[config.mk]
export PLATFORM = sky130hd
export DESIGN_NAME = writeback_buffer_flat
export DESIGN_NICKNAME = d
export VERILOG_FILES = /design/src/hw/dcache_pkg.sv /design/src/hw/writeback_pkg.sv /design/src/hw/writeback_if.sv /design/src/hw/writeback_buffer.sv /design/src/flat_wrapper.sv
export SDC_FILE = /design/constraint.sdc
export NUM_CORES = 1
export LEC_CHECK = 0
export ABC_AREA = 1
export BUFFER_PORTS_ARGS = -buffer_cell sky130_fd_sc_hd__buf_2
export CAP_MARGIN = 5
export CORE_MARGIN = 10
export CORE_UTILIZATION = 35
export CTS_CLUSTER_SIZE = 24
export DETAILED_ROUTE_END_ITERATION = 10
export GPL_TIMING_DRIVEN = 0
export SLEW_MARGIN = 20
export SYNTH_ARGS = -nofsm -noshare
export SYNTH_HDL_FRONTEND = slang
export SYNTH_SLANG_ARGS = --single-unit
[constraint.sdc]
create_clock -name clock -period 4.9 [get_ports clock]
set_input_delay 0 -clock clock [delete_from_list [all_inputs] [get_ports clock]]
set_output_delay 0 -clock clock [all_outputs]
set_load 0.01 [all_outputs]
[src/hw/dcache_pkg.sv]
// cache geometry constants, address and line types, request opcode enum

package dcache_pkg;

  // fixed by the three-bit pseudo-LRU tree
  localparam int NUM_WAYS = 4;

  // byte offset within one 64-bit doubleword
  localparam int OFFSET_BITS = 3;

  localparam int ADDR_BITS = 32;

  // tag keeps every address bit above the offset, index bits included
  localparam int TAG_BITS = ADDR_BITS - OFFSET_BITS;

  typedef logic [ADDR_BITS-1:0] addr_t;

  // stored state of one cache line
  typedef struct packed {
    logic                valid;
    logic                dirty;
    logic [TAG_BITS-1:0] tag;
    logic [63:0]         data;
  } line_t;

  // processor-side request kinds
  typedef enum logic [1:0] {
    op_load  = 2'd0,
    op_store = 2'd1,
    op_fill  = 2'd2
  } req_op_e;

endpackage

[src/hw/writeback_pkg.sv]
// write-back entry type and credit counter width

package writeback_pkg;

  // wide enough for any buffer depth up to 15
  localparam int CREDIT_BITS = 4;

  // one evicted dirty line on its way to memory
  typedef struct packed {
    dcache_pkg::addr_t addr;
    logic [63:0]       data;
  } wb_entry_t;

endpackage

[src/hw/writeback_if.sv]
// credit-based write-back channel with source and sink modports

`timescale 1ns/100ps

interface writeback_if;

  // one-cycle transfer strobe
  logic push;

  // payload, valid while push is high
  writeback_pkg::wb_entry_t entry;

  // one-cycle pulse back to the source when the sink frees a slot
  logic credit;

  modport source (
    output push,
    output entry,
    input  credit
  );

  modport sink (
    input  push,
    input  entry,
    output credit
  );

endinterface

[src/hw/writeback_buffer.sv]
// circular FIFO of pending write-backs with credit return upstream

`timescale 1ns/100ps

module writeback_buffer #(
  parameter int WB_DEPTH = 4
) (
  input logic       clock,
  input logic       reset,
  writeback_if.sink   in_wb,
  writeback_if.source out_wb
);

  localparam int PTR_BITS = (WB_DEPTH > 1) ? $clog2(WB_DEPTH) : 1;
  localparam int CREDIT_BITS = writeback_pkg::CREDIT_BITS;
  localparam logic [PTR_BITS-1:0] LAST_SLOT = PTR_BITS'(WB_DEPTH - 1);

  writeback_pkg::wb_entry_t fifo_mem [WB_DEPTH];

  logic [PTR_BITS-1:0]    head, tail;
  logic [CREDIT_BITS-1:0] count;
  logic [CREDIT_BITS-1:0] out_credit;
  logic                   send;

  // wraps at the last slot, depth need not be a power of two
  function automatic logic [PTR_BITS-1:0] next_ptr(input logic [PTR_BITS-1:0] ptr);
    return (ptr == LAST_SLOT) ? '0 : ptr + 1'b1;
  endfunction

  // head goes out once the drain has a free slot
  assign send = (count != '0) && (out_credit != '0);

  always_ff @(posedge clock) begin
    if (reset) begin
      head          <= '0;
      tail          <= '0;
      count         <= '0;
      out_credit    <= CREDIT_BITS'(1);
      out_wb.push   <= 1'b0;
      in_wb.credit  <= 1'b0;
    end else begin
      if (in_wb.push) begin
        tail <= next_ptr(tail);
      end
      if (send) begin
        head <= next_ptr(head);
      end
      count        <= count + CREDIT_BITS'(in_wb.push) - CREDIT_BITS'(send);
      out_credit   <= out_credit - CREDIT_BITS'(send) + CREDIT_BITS'(out_wb.credit);
      out_wb.push  <= send;
      // slot frees as the entry leaves
      in_wb.credit <= send;
    end
  end

  always_ff @(posedge clock) begin
    if (in_wb.push) begin
      fifo_mem[tail] <= in_wb.entry;
    end
    if (send) begin
      out_wb.entry <= fifo_mem[head];
    end
  end

  // upstream credit accounting must keep the FIFO from overflowing
  a_no_push_when_full: assert property (
    @(posedge clock) disable iff (reset) in_wb.push |-> count < WB_DEPTH
  );

endmodule

[src/flat_wrapper.sv]
// flat-port wrapper written by rule: the top's interface ports become plain ports
module writeback_buffer_flat 
#(
  parameter int WB_DEPTH = 4
)
  (clock, reset, in_wb_push, in_wb_entry, in_wb_credit, out_wb_push, out_wb_entry, out_wb_credit);
  writeback_if in_wb_i ();
  writeback_if out_wb_i ();
  input logic clock;
  input logic reset;
  input wire logic [$bits(in_wb_i.push)-1:0] in_wb_push;
  input wire logic [$bits(in_wb_i.entry)-1:0] in_wb_entry;
  output wire logic [$bits(in_wb_i.credit)-1:0] in_wb_credit;
  output wire logic [$bits(out_wb_i.push)-1:0] out_wb_push;
  output wire logic [$bits(out_wb_i.entry)-1:0] out_wb_entry;
  input wire logic [$bits(out_wb_i.credit)-1:0] out_wb_credit;
  assign in_wb_i.push = in_wb_push;
  assign in_wb_i.entry = in_wb_entry;
  assign in_wb_credit = in_wb_i.credit;
  assign out_wb_push = out_wb_i.push;
  assign out_wb_entry = out_wb_i.entry;
  assign out_wb_i.credit = out_wb_credit;
  writeback_buffer #(.WB_DEPTH(WB_DEPTH)) u_core (.clock(clock), .reset(reset), .in_wb(in_wb_i), .out_wb(out_wb_i));
endmodule
Yosys cells after proc, flatten, opt, wreduce, memory -nomap -nowiden
Memories as Yosys holds them, arrays and structs flattened. A register that Yosys moved wholly into a read port is not among the register bits.
Index checks and enable logic that the tools add are counted.
{"block": "op_classes", "eq_ne": 2, "reduce_logical": 3, "n_mux": 4, "n_addsub": 6}
{"cell": "$add A4 B1 Y4", "count": 2}
{"cell": "$reduce_bool A4 Y1", "count": 2}
{"cell": "$sub A4 B1 Y4", "count": 2}
{"cell": "$add A2 B1 Y2 const B", "count": 2}
{"cell": "$eq A2 B2 Y1 const B", "count": 2}
{"cell": "$mux W2", "count": 2}
{"cell": "$mux W1", "count": 2}
{"cell": "$logic_and A1 B1 Y1", "count": 1}
{"block": "totals", "ff_bits": 13, "inputBits": 100, "mem_bits_rw": 384, "n_memories": 1}
{"memory": "u_core.fifo_mem", "depth": 4, "word_bits": 96, "rd": 1, "rd_ports_with_merged_regs": 1, "wr": 1, "line": "writeback_buffer.sv:18", "text": "writeback_pkg::wb_entry_t fifo_mem [WB_DEPTH];"}

Depth between registers and ports, before layout
{"block": "depth", "depth_word": 4, "depth_mapped": 12, "mapped_depth_nobuf": 12}

Worst setup path after synthesis
No wires, ideal clock.
{"block": "synth_path", "kind": "flip-flop to flip-flop", "from": "register u_core.count[2]", "to": "register u_core.out_credit[2]", "n_path_buf": 0, "path_stages_with_launch": 13, "slack_ns": 0.912, "arrival_ns": 3.862, "setup_ns": 0.125, "path_cell_list": "dfxtp_1 -> inv_1 -> ha_1 -> nand3_1 -> nand2_1 -> inv_1 -> nand2_1 -> o21ai_0 -> ha_1 -> inv_1 -> fa_1 -> xor2_1 -> nor2_1"}
{"block": "synth_between", "elab_chain_len": 4}
{"element": "start: declaration", "line": "writeback_buffer.sv:21", "text": "logic [CREDIT_BITS-1:0] count;"}
{"element": "start signal: assignment", "line": "writeback_buffer.sv:48", "text": "count <= count + CREDIT_BITS'(in_wb.push) - CREDIT_BITS'(send);"}
{"element": "$reduce_bool A4 Y1", "line": "writeback_buffer.sv:31", "text": "assign send = (count != '0) && (out_credit != '0);"}
{"element": "$logic_and A1 B1 Y1", "line": "writeback_buffer.sv:31"}
{"element": "net u_core.send", "line": "writeback_buffer.sv:23", "text": "logic send;"}
{"element": "$sub A4 B1 Y4", "line": "writeback_buffer.sv:49", "text": "out_credit <= out_credit - CREDIT_BITS'(send) + CREDIT_BITS'(out_wb.credit);"}
{"element": "$add A4 B1 Y4", "line": "writeback_buffer.sv:49"}
{"element": "end signal: assignment", "line": "writeback_buffer.sv:49"}
{"element": "end: declaration", "line": "writeback_buffer.sv:22", "text": "logic [CREDIT_BITS-1:0] out_credit;"}
The timed path passes the listed nets, and every way through them passes these cells.
A chain may end at the register's enable or synchronous reset.

Worst setup path after layout
{"block": "layout_path", "from": "register u_core.count[2]", "to": "register u_core.out_credit[0]"}
The elaborated chain is that of the path after synthesis.

==> results.json <==
{
  "status": "complete, no violations",
  "worstSetupPathType": "reg2reg",
  "synth_fp_nets": 1237,
  "synth_seq_cells": 493,
  "rsz0062_at_grt": "no",
  "die_w_um": 246,
  "final-hold-violation-count": 0,
  "ff2ff_setup_slack_ns": 2.06,
  "vias": 10600,
  "final_area_um2": 22700,
  "leakage_nw": 8.01,
  "synthTopCellsByCount": "edfxtp_1, nor2_1, o21ai_0",
  "grt_pass1_wl_mm": 67.1,
  "rr_worst_depth": 10,
  "antenna_found_initial": 6,
  "synth_cell_types": 25,
  "path_clk_slew_ns": 0.06,
  "synth-simple-area-share_pct": 4.84,
  "tightest_slew_ns": 0.632,
  "rows": 82,
  "routed_wl_mm": 44.9,
  "drc": 0,
  "slew_viol_final": 0,
  "synth_top_family_by_area": "compound AO/OA/AOI/OAI gates",
  "r2r-end": "u_core.out_credit[0]$_SDFF_PP1_",
  "grt_max_degree": 58,
  "required_ns": 5.37,
  "cts_sinks": 493,
  "synth.top_cell.area_share_pct": 80.6,
  "cp-start-kind": "flip-flop",
  "synthArstFlopShare_pct": 0,
  "place_area_um2": 19900,
  "synth_compound_area_share_pct": 9.01,
  "ant_nets": 0,
  "synthAdderAreaFrac_pct": 1.13,
  "start_util_pct": 35.5,
  "die_area_um2": 60500,
  "avgViaCountPerCell": 4.83,
  "coreArea_um2": 50400,
  "synth.avg_cell_area_um2": 15.9,
  "cts-root-buf": "clkbuf_16",
  "maxCapViolCount": 0,
  "first_iter_violations": 691,
  "critPathCaptureType": "flip-flop",
  "io_buffers": 196,
  "overflow": 0,
  "powerDensity_nw_per_um2": 587,
  "ys_dominant_reg_cell": "edfxtp_1",
  "yosysSeqAreaShare_pct": 82.0,
  "hpwlAfterDp_mm": 26.5,
  "yosysMostFrequentCell": "edfxtp_1",
  "clock_path_buffers": 3,
  "muxShareOfSynthArea_pct": 0,
  "relSlewSlack_pct": 57.8,
  "cts_tree": "built",
  "fmax_mhz": 352,
  "period_share_pct": 58.1,
  "crit_fanout": 43,
  "vdd_drop_max_v": 0.000342,
  "setup_violations": 0,
  "synth-edff-count": 480,
  "ctsResizeCount": 0,
  "drive_gt1_share_pct": 22.1,
  "fin_tns_setup_ns": 0,
  "syn_to_final_growth_pct": 26.9,
  "die_y_um": 246,
  "firstDrtPassIters": 5,
  "syn-cell-area_um2": 17900,
  "ios": 198,
  "syn-instance-count": 1122,
  "min_period_ns": 2.84,
  "cp-startpoint": "u_core.count[2]$_SDFF_PP0_",
  "gp_congestion": 0.734,
  "skew_ns": 0.0198,
  "synth_xor_area_share_pct": 0.0979,
  "worstSetupEndpoint": "u_core.out_credit[0]$_SDFF_PP1_",
  "min_path_type": "in2reg",
  "crit_arrival_ns": 3.31,
  "yosysTopAreaCell": "edfxtp_1",
  "yosysWarningCount": 0,
  "min_path_cells": 2,
  "r2r_start": "u_core.count[2]$_SDFF_PP0_",
  "nNetsFinal": 1592,
  "synth.area.top_cells": "edfxtp_1, nor2_1, o21ai_0",
  "h-tree-depth": 2,
  "grt_pass1_vias": 11100,
  "wl_per_cell_um": 20.4,
  "clk_latency_ns": 0.59,
  "cts_buffers": 52,
  "grt_util_all_layers_pct": 14.6
}
[flip-flops by register name, indices dropped and copies added (netlist names)]
signal and flops:
u_core.fifo_mem 384, u_core.in_wb.credit 1, u_core.out_wb.entry 96, u_core.count 4, u_core.head 2, u_core.out_credit 4, u_core.tail 2
[where the power goes]
group / switching (W) / leakage, nW / internal [W]
Clock: 0.00160 / 0.878 / 0.00255
Sequential: 0.000207 / 4.59 / 0.00555
Combinational: 0.00228 / 2.54 / 0.00113
[cell usage in the layout, fill, tap and decap left out, drive strengths merged]
cell type    synthesis  layout
edfxtp             480     480
buf                 42     243
nor2               206     206
o21ai              195     195
dlygate4sd3          0     100
o22ai               96      96
clkbuf              22      82
inv                 23      24
clkinv               0      19
nand2               13      13
ha                  13      13
dfxtp               13      13
bufinv               0      11
a21oi                7       7
diode                0       5
nand3                5       5
clkinvlp             0       4
fa                   2       2
xor2                 1       1
or2                  1       1
xnor2                1       1
nor3                 1       1
nand3b               1       1
[repair_timing]
action | in CTS | in global routing
hold buffers | 100 | 0
buffers inserted | 0 | 0
endpoints found under the hold margin | 394 | 0
[per-stage QoR]
| step | worst slack (ns) | util (%) | total power (W) | cells | hold slack [ns] |
|---|---|---|---|---|---|
| detailed placement | 2.21 | 39.4 | 0.00929 | 1995 | 0.217 |
| global placement | -0.894 | 39.1 | 0.00914 | 1990 | 0.213 |
| floorplan | 0.912 | - | 0.00777 | 1122 | 0.0989 |
| global route | 1.88 | 45.0 | 0.0140 | 2192 | 0.156 |
| finish | 2.06 | 45.0 | 0.0133 | 2195 | 0.174 |
| CTS | 2.03 | 45.0 | 0.0136 | 2190 | 0.131 |
[worst max-delay path, stage by stage, from the launching register on]
cell and delay (ns):
dfxtp_1 0.30, inv_1 0.05, ha_1 0.19, nand3_1 0.14
nand2_1 0.22, inv_6 0.44, nand2_1 0.18, o21ai_0 0.13
ha_1 0.25, or2_2 0.27, dlygate4sd3_1 0.56
[logic make-up (layout without fill, tap and decap cells)]
| group | after synthesis | count (layout) |
|---|---|---|
| other | 0 | 5 |
| buffers and inverters | 87 | 483 |
| XOR/XNOR | 2 | 2 |
| AO/OA/AOI/OAI | 298 | 298 |
| AND/OR/NAND/NOR | 227 | 227 |
| adder cells (fa/ha/maj) | 15 | 15 |
| flip-flops | 493 | 493 |
[layer usage]
layer	wire (µm)	GRT usage, %
met4	812	4.32
met1	19000	18.1
met2	22100	25.0
met5	34	0
met3	2960	3.44
[worst min-delay path by stage]
| stage | from | to | slack [ns] |
|---|---|---|---|
| 4_1_cts | in_wb_entry[20] | u_core.fifo_mem[3][20]$_DFFE_PP_ | 0.13 |
| 3_3_place_gp | in_wb_entry[17] | u_core.fifo_mem[0][17]$_DFFE_PP_ | 0.21 |
| 3_5_place_dp | in_wb_entry[56] | u_core.fifo_mem[3][56]$_DFFE_PP_ | 0.22 |
| 6_report | in_wb_entry[6] | u_core.fifo_mem[1][6]$_DFFE_PP_ | 0.17 |
| 2_1_floorplan | in_wb_entry[0] | u_core.fifo_mem[0][0]$_DFFE_PP_ | 0.1 |
| 5_1_grt | in_wb_entry[12] | u_core.fifo_mem[0][12]$_DFFE_PP_ | 0.16 |
[layout make-up]
class                   count  area (µm²)
diodes                      5        12.5
plain buffers              64         424
clock buffers              60        1350
clock inverters            35         458
fillers                  4404       27700
inverters                  23         114
multi-input cells         542        2700
flip-flops and latches    493       14700
well taps                 672         841
repair buffers            301        2120
Note: power is estimated with default switching activity, not from simulation.
