==> src/hw/dcache_pkg.sv <==
// cache geometry constants, address and line types, request opcode enum

package dcache_pkg;

  // fixed by the three-bit pseudo-LRU tree
  localparam int NUM_WAYS = 4;

  // byte offset within one 64-bit doubleword
  localparam int OFFSET_BITS = 3;

  localparam int ADDR_BITS = 32;

  // tag keeps every address bit above the offset, index bits included
  localparam int TAG_BITS = ADDR_BITS - OFFSET_BITS;

  typedef logic [ADDR_BITS-1:0] addr_t;

  // stored state of one cache line
  typedef struct packed {
    logic                valid;
    logic                dirty;
    logic [TAG_BITS-1:0] tag;
    logic [63:0]         data;
  } line_t;

  // processor-side request kinds
  typedef enum logic [1:0] {
    op_load  = 2'd0,
    op_store = 2'd1,
    op_fill  = 2'd2
  } req_op_e;

endpackage

==> src/hw/writeback_pkg.sv <==
// write-back entry type and credit counter width

package writeback_pkg;

  // wide enough for any buffer depth up to 15
  localparam int CREDIT_BITS = 4;

  // one evicted dirty line on its way to memory
  typedef struct packed {
    dcache_pkg::addr_t addr;
    logic [63:0]       data;
  } wb_entry_t;

endpackage

==> src/hw/writeback_if.sv <==
// credit-based write-back channel with source and sink modports

`timescale 1ns/100ps

interface writeback_if;

  // one-cycle transfer strobe
  logic push;

  // payload, valid while push is high
  writeback_pkg::wb_entry_t entry;

  // one-cycle pulse back to the source when the sink frees a slot
  logic credit;

  modport source (
    output push,
    output entry,
    input  credit
  );

  modport sink (
    input  push,
    input  entry,
    output credit
  );

endinterface

==> src/hw/writeback_drain.sv <==
// single-entry drain stage issuing write-backs to memory against memory credits

`timescale 1ns/100ps

module writeback_drain #(
  parameter int MEM_CREDITS = 2
) (
  input  logic              clock,
  input  logic              reset,
  writeback_if.sink         in_wb,
  output logic              mem_wb_valid,
  output dcache_pkg::addr_t mem_wb_addr,
  output logic [63:0]       mem_wb_data,
  input  logic              mem_credit
);

  localparam int CREDIT_BITS = writeback_pkg::CREDIT_BITS;

  writeback_pkg::wb_entry_t held;
  logic                     full;
  logic                     issue;
  logic [CREDIT_BITS-1:0]   mem_count;

  assign issue = full && (mem_count != '0);

  always_ff @(posedge clock) begin
    if (reset) begin
      full         <= 1'b0;
      mem_count    <= CREDIT_BITS'(MEM_CREDITS);
      mem_wb_valid <= 1'b0;
      in_wb.credit <= 1'b0;
    end else begin
      if (in_wb.push) begin
        full <= 1'b1;
      end else if (issue) begin
        full <= 1'b0;
      end
      mem_count    <= mem_count - CREDIT_BITS'(issue) + CREDIT_BITS'(mem_credit);
      mem_wb_valid <= issue;
      // the only slot is free again
      in_wb.credit <= issue;
    end
  end

  always_ff @(posedge clock) begin
    if (in_wb.push) begin
      held <= in_wb.entry;
    end
    if (issue) begin
      mem_wb_addr <= held.addr;
      mem_wb_data <= held.data;
    end
  end

  // the entry on the bus still holds one memory credit
  a_mem_credit_held: assert property (
    @(posedge clock) disable iff (reset) mem_wb_valid |-> mem_count < CREDIT_BITS'(MEM_CREDITS)
  );

endmodule

==> src/flat_wrapper.sv <==
// flat-port wrapper written by rule: the top's interface ports become plain ports
module writeback_drain_flat 
#(
  parameter int MEM_CREDITS = 2
)
  (clock, reset, mem_wb_valid, mem_wb_addr, mem_wb_data, mem_credit, in_wb_push, in_wb_entry, in_wb_credit);
  writeback_if in_wb_i ();
  input  logic clock;
  input  logic reset;
  output logic mem_wb_valid;
  output dcache_pkg::addr_t mem_wb_addr;
  output logic [63:0] mem_wb_data;
  input  logic mem_credit;
  input wire logic [$bits(in_wb_i.push)-1:0] in_wb_push;
  input wire logic [$bits(in_wb_i.entry)-1:0] in_wb_entry;
  output wire logic [$bits(in_wb_i.credit)-1:0] in_wb_credit;
  assign in_wb_i.push = in_wb_push;
  assign in_wb_i.entry = in_wb_entry;
  assign in_wb_credit = in_wb_i.credit;
  writeback_drain #(.MEM_CREDITS(MEM_CREDITS)) u_core (.clock(clock), .reset(reset), .in_wb(in_wb_i), .mem_wb_valid(mem_wb_valid), .mem_wb_addr(mem_wb_addr), .mem_wb_data(mem_wb_data), .mem_credit(mem_credit));
endmodule
==> config.mk <==
export PLATFORM = sky130hd
export DESIGN_NAME = writeback_drain_flat
export DESIGN_NICKNAME = d
export VERILOG_FILES = /design/src/hw/dcache_pkg.sv /design/src/hw/writeback_pkg.sv /design/src/hw/writeback_if.sv /design/src/hw/writeback_drain.sv /design/src/flat_wrapper.sv
export SDC_FILE = /design/constraint.sdc
export NUM_CORES = 1
export LEC_CHECK = 0
export BUFFER_PORTS_ARGS = -buffer_cell sky130_fd_sc_hd__buf_4
export CAP_MARGIN = 20
export CORE_MARGIN = 2
export CORE_UTILIZATION = 30
export CTS_CLUSTER_SIZE = 10
export DETAILED_ROUTE_END_ITERATION = 8
export HOLD_SLACK_MARGIN = 0.03
export PLACE_DENSITY_LB_ADDON = 0.05
export SETUP_SLACK_MARGIN = 0.4
export SLEW_MARGIN = 20
export SYNTH_ARGS = -nofsm -noshare
export SYNTH_HDL_FRONTEND = slang
export SYNTH_SLANG_ARGS = --single-unit
==> constraint.sdc <==
create_clock -name clock -period 5.45 [get_ports clock]
set_input_delay 1.09 -clock clock [delete_from_list [all_inputs] [get_ports clock]]
set_output_delay 1.09 -clock clock [all_outputs]
set_load 0.1 [all_outputs]
**Yosys cells after proc, flatten, opt, wreduce, memory -nomap -nowiden**

Cells that the tools add are included.

- Divide/modulo/power cells: 0
- Add/subtract/negate cells: 2
- Magnitude comparators: 0
- Multiply operators: 0
- Shift operators: 0
- Reductions and logical operators: 3
- Bitwise logic cells: 0
- Eq/ne operators: 0
- Multiplexer cells: 2

Operators by type and width:

| kind | count |
|---|---|
| 4-bit by 1-bit adder with 4-bit output | 1 |
| 4-bit nonzero test | 1 |
| 4-bit by 1-bit subtractor with 4-bit output | 1 |
| 1-bit two-way mux | 2 |
| 2-bit nonzero test | 1 |
| 1-bit logical AND | 1 |

- Logic and storage cells: 14
- Bits in latches: 0
- RAM bits: 0
- Flip-flop bits (word level): 198
- Bits in read-only memories: 0
- Memories: 0
- Input bits: 100
- Output and inout bits: 98

**Longest topological paths before layout**

Gate-level depths: netlist (run 1).

- Depth in word-level cells: 4
- Gate-level depth with buffers: 11
- Depth with buffers taken out: 11

**Worst setup path before layout (run 1)**

No wires, ideal clock.

- Kind: register to register
- Start: reg u_core.mem_count[2]
- End: reg u_core.mem_count[2]
- Arrival: 4.548 ns
- Library setup time: 0.114 ns
- Buffers on the path: 0
- Setup slack: 0.788 ns
- Clock period less this slack: 4.662 ns
- Data required time: 5.336 ns
- Stages on the path, launching flop included: 12
- Cells stage by stage: dfxtp_1 inv_1 ha_1 nor3b_2 nor2b_2 ha_1 inv_1 ha_1 inv_1 fa_1 xor2_1 nor2_1

- Cells in the longest elaborated chain, start to end: 4

RTL lines:

| what | line | RTL |
|---|---|---|
| start, declared | writeback_drain.sv:22 | `logic [CREDIT_BITS-1:0] mem_count;` |
| start signal, assigned | writeback_drain.sv:29 | `mem_count <= CREDIT_BITS'(MEM_CREDITS);` |
| start signal, assigned | writeback_drain.sv:38 | `mem_count <= mem_count - CREDIT_BITS'(issue) + CREDIT_BITS'(mem_credit);` |
| 4-bit nonzero test | writeback_drain.sv:24 | `assign issue = full && (mem_count != '0);` |
| 1-bit logical AND | writeback_drain.sv:24 |  |
| net u_core.issue | writeback_drain.sv:21 | `logic issue;` |
| 4-bit by 1-bit subtractor with 4-bit output | writeback_drain.sv:38 |  |
| 4-bit by 1-bit adder with 4-bit output | writeback_drain.sv:38 |  |

The timed path passes the listed nets, and every way through them passes these cells.
A chain may end at the register's enable or synchronous reset.

**Worst setup path after layout (run 1)**

- Start: reg u_core.mem_count[2]
- End: reg u_core.mem_wb_addr[18] (enable)

- Cells in the longest elaborated chain, start to end: 2

RTL lines:

| what | line | RTL |
|---|---|---|
| 4-bit nonzero test | writeback_drain.sv:24 |  |
| 1-bit logical AND | writeback_drain.sv:24 |  |
| net u_core.issue | writeback_drain.sv:21 |  |
| end signal, assigned | writeback_drain.sv:50 | `mem_wb_addr <= held.addr;` |
| end, declared | writeback_drain.sv:12 | `output dcache_pkg::addr_t mem_wb_addr,` |

The timed path passes the listed nets, and every way through them passes these cells.

==> impl_metrics.csv, run 1 <==
group,metric,value,unit
setup_path,reg2regPathDepth,6,
place,hpwl,7.52,mm
timing,final_max_slew_viol_count,0,
route,vias_per_cell,3.83,
timing,holdWs,0.417,ns
clock_network,cts_resized,0,
setup_path,reg2reg_from,"u_core.mem_count[2]",
route,wl,11.2,mm
global_route,antenna_found_initial,0,
floorplan,fp.dieW,147,um
route,num_vias,2783,
floorplan,floorplan.initialDensity,0.303,
timing,tightest_slew,0.747,ns
hold_path,hold_class,"reg -> reg",
floorplan,die_y,147,um
clock_network,numClockSinks,198,
setup_path,critPathCaptureType,"register",
cells_and_area,area_delta_synth_final,39.1,%
route,ant_nets,0,
hold_path,hold_depth,0,
synthesis,synth.area.top_cells,"edfxtp_1 (95%), dfxtp_1 (2.0%), ha_1 (1.0%)",
floorplan,ios,198,
route,drc_errors,0,
setup_path,cp_max_fo,55,
floorplan,core.rowCount,52,
global_route,grt_pass1_wl,16.7,mm
global_route,overflow,0,
timing,fin_skew,0.00824,ns
cells_and_area,n_antenna_cell,0,
synthesis,synth.distinct_cells,16,
clock_network,path_clk_slew,0.07,ns
cells_and_area,drive_gt1_frac,0.509,
global_route,grt_util_all_layers,0.106,
timing,fmax,406,MHz
clock_network,cts_buffer_depth,2,
timing,finalHoldViolCount,0,
timing,final.setup.tns,0,ns
power,ir_drop,211,uV
cells_and_area,nNetsFinal,551,
place,port_buffers,197,
place,place_inst,696,
flow_run,cap_violations,0,
hold_path,whs_endpoint,"u_core.mem_wb_addr[15]",
global_route,grt_pass1_vias,2868,
setup_path,critical_path_class,"reg -> reg",
route,drtIter0Drc,179,
floorplan,coreArea,20100,um2
route,wl_per_cell,15.5,um
place,gp_congestion,0.696,
global_route,grt_max_degree,56,
setup_path,r2r_slack,2.99,ns
clock_network,cts_buffers,17,
floorplan,die_area,21500,um2
synthesis,avgSynthCellArea,26.9,um2
synthesis,synth_top_area_frac,0.945,
synthesis,ys_seq_area_frac,0.965,
timing,setup_viol,0,
timing,final.period_utilization,0.452,
outcome,outcome,"finished clean",
power,powerDensity,448,nW/um2
timing,period_minus_slack,2.46,ns
synthesis,synth_fp_nets,333,
cells_and_area,stdcell_count,726,
power,p_leak,3.21,nW
synthesis,netlist_area,6100,um2
setup_path,critPathRequiredTime,5.49,ns
power,power,3.80,mW
synthesis,yosysWarnings,0,
synthesis,yosys.area.top_type,"edfxtp_1",
clock_network,cts_tree,"done",
setup_path,reg2reg_to,"u_core.mem_wb_addr[18]",
clock_network,hold_buffers,0,
timing,relSlewSlack,0.502,
clock_network,htreeDepth,4,
clock_network,post_cts_buffers,0,
clock_network,cts-root-buf,"clkbuf_16",
clock_network,worstSkewPairLatency,0.42,ns
hold_path,hp-start,"u_core.held[79]",
setup_path,startpoint_type,"register",
timing,rsz0062_at_grt,"false",
synthesis,ys_ff_latch,198,
route,first_pass_iters,4,
synthesis,postSynthCellCount,227,
setup_path,cp.arrival,2.51,ns
[cells in the mapped netlist]
| library cell | instances |
|---|---|
| nor2b_2 | 1 |
| a21oi_1 | 2 |
| nand2b_1 | 2 |
| nor3b_2 | 1 |
| inv_1 | 7 |
| a31o_1 | 1 |
| a21oi_2 | 1 |
| dfxtp_1 | 6 |
| ha_1 | 5 |
| nand3_1 | 1 |
| nor2_1 | 3 |
| nor2b_1 | 2 |
| xor2_1 | 1 |
| edfxtp_1 | 192 |
| buf_4 | 1 |
| fa_1 | 1 |
[metal layers]
| layer | GRT usage | wire length [um] | part of all wire |
|---|---|---|---|
| met4 | 0.0364 | 138 | 0.012 |
| met1 | 0.126 | 4670 | 0.42 |
| met5 | 0 | 0 | 0 |
| met3 | 0.0581 | 1170 | 0.10 |
| met2 | 0.162 | 5240 | 0.47 |
[metrics by stage]
step	area, um2	util	setup WS, ns
global placement	7940	0.395	2.71
global route	8490	0.422	2.82
finish	8490	0.422	2.99
CTS	8490	0.422	2.93
detailed placement	7940	0.395	2.69
floorplan	6100	-	0.788
[where the power goes]
group	internal [mW]	switching, mW	total (mW)
clock network	0.633	0.540	1.17
logic	0.160	0.594	0.754
registers	1.84	0.0386	1.88
[final cells by class]
type | instances | area (um2)
Clock buffer | 18 | 429
Clock inverter | 12 | 120
Fill cell | 1791 | 11600
Inverter | 7 | 26.3
Multi-Input combinational cell | 21 | 186
Sequential cell | 198 | 5890
Tap cell | 270 | 338
Timing Repair Buffer | 200 | 1500
[registers in the layout, summed over array words and instances (netlist names)]
| name | flops |
|---|---|
| u_core.held | 96 |
| u_core.mem_wb_data | 64 |
| u_core.mem_wb_addr | 32 |
| u_core.mem_count | 4 |
| u_core.full | 1 |
| u_core.in_wb.credit | 1 |
[cells in the final DEF (no fill, tap or decap)]
master,count
clkbuf_16,17
clkinvlp_4,5
nor2b_1,2
a21oi_1,2
nor3b_2,1
nor2_1,3
xor2_1,1
nand3_1,1
inv_6,5
ha_1,5
bufinv_16,1
nand2b_1,2
a21oi_2,1
fa_1,1
buf_4,200
dfxtp_1,6
a31o_1,1
clkbuf_1,1
nor2b_4,1
edfxtp_1,192
clkinv_4,1
inv_1,7
[worst max-delay path by stage]
stage                                    from                     end  slack, ns  depth (start not counted)
final                     u_core.mem_count[2]  u_core.mem_wb_addr[18]       2.99                          6
after global routing      u_core.mem_count[2]  u_core.mem_wb_addr[18]       2.82                          6
after CTS                 u_core.mem_count[2]   u_core.mem_wb_addr[5]       2.93                          6
after detailed placement           in_wb_push         u_core.held[75]       2.69                          2
after global placement             in_wb_push         u_core.held[44]       2.71                          2
after floorplan           u_core.mem_count[2]     u_core.mem_count[2]       0.79                         11
[logic make-up after synthesis]
family | after synthesis | synth area share
flip-flops | 198 | 0.965
AND/OR/NAND/NOR | 10 | 0.0103
buffers and inverters | 8 | 0.00554
adder cells (fa/ha/maj) | 6 | 0.0135
AO/OA/AOI/OAI | 4 | 0.00451
XOR/XNOR | 1 | 0.00144
[worst max-delay path, cell delays in order (launching register included)]
cell	delay, ns
dfxtp_1	0.31
inv_1	0.06
ha_1	0.18
nor3b_2	0.17
nor2b_4	0.12
buf_4	0.48
buf_4	0.68
No activity file was read; power rests on OpenSTA's default activity.
==> run 2, diff against run 1 <==
Clock period 5.45 ns to 2.5 ns, I/O delays scaled along.
==> run 2 against run 1 <==
Flip-flop and latch count is the same. Critical path depth rose by 5. Non-clock buffer count rose by 1. Clock skew rose by 0.0022 ns. Fmax rose by 24%. Largest cell class unchanged.
==> impl_metrics.csv, run 2 (synthesized netlist as in run 1, its figures left out) <==
group,metric,value,unit
place,hpwl,7.33,mm
power,ir_drop,424,uV
route,num_vias,2835,
global_route,grt_pass1_wl,17.0,mm
cells_and_area,area_delta_synth_final,40.6,%
timing,final.setup.tns,0,ns
cells_and_area,n_antenna_cell,0,
cells_and_area,layout_commonest_cell,"buf_4",
cells_and_area,mostFrequentLayoutCells,"buf_4 (199), edfxtp_1 (192), clkbuf_16 (17)",
place,gp_congestion,0.663,
floorplan,core.rowCount,52,
power,p_leak,3.25,nW
setup_path,startpoint_type,"register",
route,wl_met1,4.68,mm
clock_network,worstSkewPairLatency,0.42,ns
clock_network,htreeDepth,4,
cells_and_area,nNetsFinal,552,
timing,tightest_slew,0.558,ns
setup_path,r2r_slack,0.51,ns
cells_and_area,final_core_util,0.427,
global_route,antenna_found_initial,0,
clock_network,path_clk_slew,0.08,ns
clock_network,cts_buffer_depth,2,
cells_and_area,largest_reg_flops,96,
route,first_pass_iters,4,
timing,period_minus_slack,1.99,ns
global_route,grt_util_all_layers,0.107,
timing,rsz0062_at_grt,"false",
clock_network,numClockSinks,198,
timing,final_max_slew_viol_count,0,
timing,relSlewSlack,0.628,
route,route.met3.wl,751,um
route,wl_met2,5.79,mm
cells_and_area,drive_gt1_frac,0.525,
setup_path,critPathRequiredTime,2.82,ns
outcome,outcome,"finished clean",
setup_path,critPathCaptureType,"register",
floorplan,ios,198,
clock_network,cts-root-buf,"clkbuf_16",
hold_path,hp-start,"in_wb_entry[41]",
hold_path,hold_class,"in -> reg",
timing,finalHoldViolCount,0,
floorplan,floorplan.initialDensity,0.303,
route,drtIter0Drc,186,
power,power,8.38,mW
global_route,overflow,0,
global_route,grt_max_degree,98,
setup_path,crit_path_start,"u_core.mem_count[2]",
setup_path,reg2regPathDepth,11,
setup_path,critical_path_class,"reg -> reg",
floorplan,die_y,147,um
cells_and_area,final_area,8580,um2
place,placed_cell_area,7980,um2
route,highest_layer,"met4",
route,drc_errors,0,
timing,fin_skew,0.0104,ns
setup_path,endpoint,"u_core.mem_count[2]",
route,ant_nets,0,
route,wl,11.4,mm
setup_path,reg2reg_from,"u_core.mem_count[2]",
timing,setup_viol,0,
flow_run,cap_violations,0,
clock_network,hold_buffers,0,
power,powerDensity,977,nW/um2
route,wl_per_cell,15.6,um
global_route,grt_pass1_vias,2864,
clock_network,cts_buffers,17,
cells_and_area,regMostFlops,"u_core.held",
timing,final.period_utilization,0.794,
setup_path,reg2reg_to,"u_core.mem_count[2]",
route,vias_per_cell,3.89,
setup_path,cp.arrival,2.30,ns
timing,fmax,503,MHz
clock_network,cts_tree,"done",
floorplan,coreArea,20100,um2
floorplan,die_area,21500,um2
place,pre_cts_ws,0.443,ns
floorplan,fp.dieW,147,um
setup_path,cp_max_fo,2,
place,port_buffers,197,
cells_and_area,top_regs,"u_core.held x96, u_core.mem_wb_data x64, u_core.mem_wb_addr x32",
timing,setup_ws,0.514,ns
==> run 2: final cells by class <==
class	instances	area, um2
Clock buffer	17	425
Clock inverter	15	149
Fill cell	1785	11500
Inverter	7	26.3
Multi-Input combinational cell	21	220
Sequential cell	198	5890
Tap cell	270	338
Timing Repair Buffer	201	1530
==> run 2: timing repair <==
action / 4_1_cts / 5_1_grt
buffers inserted: 0 / 1
resized for setup: 0 / 1
endpoints found under the setup margin: 0 / 2
==> run 2: per-layer routing <==
metal	up-vias	GRT usage
met4	0	0.0437
met5	-	0
met2	111	0.173
met1	1380	0.130
li1	1333	-
met3	11	0.0413
==> run 2: stage by stage <==
step / hold slack, ns / instances
2_1_floorplan: 0.400 / 227
3_3_place_gp: 0.401 / 696
3_5_place_dp: 0.405 / 696
4_1_cts: 0.221 / 728
5_1_grt: 0.217 / 729
6_report: 0.248 / 729
==> run 2: worst max-delay path: stages (launching register included) <==
cell and delay, ns:
dfxtp_1 0.30, inv_1 0.07, ha_2 0.16, nor3b_4 0.23
nor2b_4 0.09, ha_4 0.24, inv_2 0.06, ha_4 0.13
inv_2 0.03, fa_1 0.37, xor2_1 0.15, nor2_1 0.05
==> run 2: report_power, final <==
group	total, mW	switching (mW)	internal [mW]
Clock	2.61	1.28	1.32
Sequential	4.09	0.0865	4.00
Combinational	1.68	1.30	0.379
Total	8.38	2.67	5.71
==> run 2: how the worst min path moves through the flow <==
stage	endpoint	cells after the start	slack, ns
2_1_floorplan	u_core.mem_wb_addr[0]	0	0.40
3_3_place_gp	u_core.mem_wb_data[4]	0	0.40
3_5_place_dp	u_core.mem_wb_addr[15]	0	0.40
4_1_cts	u_core.held[48]	1	0.22
5_1_grt	u_core.held[9]	1	0.22
6_report	u_core.held[41]	1	0.25
==> run 3, diff against run 2 <==
Clock period 2.5 ns to 2 ns, I/O delays scaled along.
==> run 3 against run 2 <==
Wire length is 12% higher. Critical path type unchanged. Count of clock-buffer cells in the layout up 2. Worst hold slack worse by 0.10 ns. Largest power group unchanged. Sequential power is 25% higher. Clock power grew 28%. Combinational power rose by 48%. Utilization grew 2.1 points. Cell count grew 2.6%.
==> impl_metrics.csv, run 3 (synthesized netlist as in run 1, its figures left out) <==
group,metric,value,unit
clock_network,worstSkewPairLatency,0.42,ns
flow_run,cap_violations,0,
power,clkPwrFrac,0.305,
floorplan,floorplan.initialDensity,0.303,
timing,setup_viol,0,
setup_path,cp.arrival,2.27,ns
cells_and_area,nFillCells,1787,
setup_path,cp_max_fo,2,
timing,finalHoldViolCount,0,
power,p_leak,3.42,nW
floorplan,fp.dieW,147,um
power,powerDensity,1220,nW/um2
setup_path,crit_top_cell,"ha_4",
cells_and_area,top_regs,"u_core.held x96, u_core.mem_wb_data x64, u_core.mem_wb_addr x32",
setup_path,critPathMaxStageDelay,0.51,ns
power,sequentialPowerShare,0.468,
clock_network,numClockSinks,198,
place,placed_cell_area,7990,um2
clock_network,cts-root-buf,"clkbuf_16",
timing,fin_skew,0.0118,ns
cells_and_area,regArea,5890,um2
route,ant_nets,0,
global_route,grt_pass1_vias,2996,
floorplan,die_y,147,um
global_route,grt_max_degree,98,
route,wl,12.8,mm
setup_path,crit_path_start,"u_core.mem_count[2]",
cells_and_area,n_antenna_cell,0,
route,drtIter0Drc,150,
global_route,grt_pass1_wl,17.5,mm
place,gp_congestion,0.664,
power,swShare,0.307,
timing,tightest_slew,0.556,ns
timing,relSlewSlack,0.630,
floorplan,die_area,21500,um2
setup_path,critPathCaptureType,"register",
clock_network,path_clk_slew,0.07,ns
cells_and_area,final_area,9000,um2
setup_path,slowest_stage,"fa_2",
clock_network,htreeDepth,4,
setup_path,reg2reg_from,"u_core.mem_count[2]",
power,power_frac_comb,0.227,
setup_path,r2r_slack,0.04,ns
timing,final_max_slew_viol_count,0,
setup_path,critPathRequiredTime,2.31,ns
setup_path,path_delay_family,"adder cells",
cells_and_area,drive_gt1_frac,0.552,
hold_path,hold_class,"in -> reg",
cells_and_area,area_delta_synth_final,47.5,%
global_route,grt_util_all_layers,0.113,
place,port_buffers,197,
route,num_vias,2934,
timing,final.period_utilization,0.979,
setup_path,path_cells,"inv_2, ha_4, nor3b_4, nor2b_4, ha_4, inv_4, ha_4, inv_2, fa_2, nand2b_1",
clock_network,cts_buffers,17,
cells_and_area,regMostFlops,"u_core.held",
clock_network,cts_buffer_depth,2,
route,drc_errors,0,
hold_path,hp-start,"in_wb_entry[48]",
global_route,antenna_found_initial,0,
power,p_switching,3.36,mW
timing,rsz0062_at_grt,"true",
cells_and_area,largest_reg_flops,96,
cells_and_area,multi_input_comb_area,269,um2
floorplan,core.rowCount,52,
route,first_pass_iters,4,
place,pre_cts_ws,-0.0411,ns
power,p_int,7.59,mW
floorplan,ios,198,
clock_network,cts_tree,"done",
cells_and_area,layout_commonest_cell,"buf_4",
cells_and_area,nNetsFinal,571,
setup_path,startpoint_type,"register",
timing,final.setup.tns,0,ns
route,wl_per_cell,17.1,um
timing,period_minus_slack,1.96,ns
power,ir_drop,608,uV
setup_path,critPathBufInv,3,
global_route,overflow,0,
setup_path,critical_path_class,"reg -> reg",
route,vias_per_cell,3.92,
timing,setup_ws,0.0419,ns
floorplan,coreArea,20100,um2
timing,fmax,511,MHz
cells_and_area,mostFrequentLayoutCells,"buf_4 (204), edfxtp_1 (192), clkbuf_16 (24)",
outcome,outcome,"finished clean",
-- run 3: changes by cell type in the layout (fill, tap and decap cells not counted), moves of 3 or more --
cell / before / now
clkbuf_16: 17 / 24
buf_4: 199 / 204
buf_16: 0 / 4
clkinv_8: 3 / 0
-- run 3: through the flow --
stage	power, mW	utilization	cells	hold slack (ns)
3_3_place_gp	7.29	0.397	696	0.400
2_1_floorplan	6.75	-	227	0.400
4_1_cts	10.8	0.433	732	0.122
5_1_grt	11.4	0.448	748	0.117
3_5_place_dp	7.33	0.397	696	0.405
6_report	10.9	0.448	748	0.147
-- run 3: area by class of cell --
class	count	area share
clock buffers	19	0.0481
multi-input cells	21	0.0299
well taps	270	0.0375
repair buffers	220	0.210
clock inverters	13	0.0165
inverters	7	0.00320
flip-flops and latches	198	0.654
-- run 3: power groups by stage --
stage | sequential, mW | clock [mW] | combinational, mW
3_3_place_gp | 5.20 | 0 | 2.09
4_1_cts | 5.13 | 3.46 | 2.25
2_1_floorplan | 6.47 | 0 | 0.278
5_1_grt | 5.16 | 3.61 | 2.59
6_report | 5.12 | 3.34 | 2.49
3_5_place_dp | 5.22 | 0 | 2.12
-- run 3: repair_timing --
item | in CTS | in global routing
setup buffers | 1 | 6
hold endpoints to repair | 0 | 0
hold buffers | 0 | 0
pin swaps | 2 | 3
gates cloned | 3 | 10
endpoints found under the setup margin | 95 | 95
gates resized for setup | 8 | 12
-- run 3: worst paths after layout --
check                                        endpoint  depth (start not counted)
worst max register to register    u_core.mem_count[1]                         10
worst min register to register  u_core.mem_wb_data[2]                          0
worst min-delay path                  u_core.held[48]                          1
worst max-delay path              u_core.mem_count[1]                         10
-- run 3: per-layer routing --
metal,GRT usage,vias to the layer above,share of wire
met1,0.132,1438,0.40
met4,0.0524,0,0.019
met5,0,-,0
li1,-,1378,-
met2,0.189,105,0.52
met3,0.0384,13,0.053
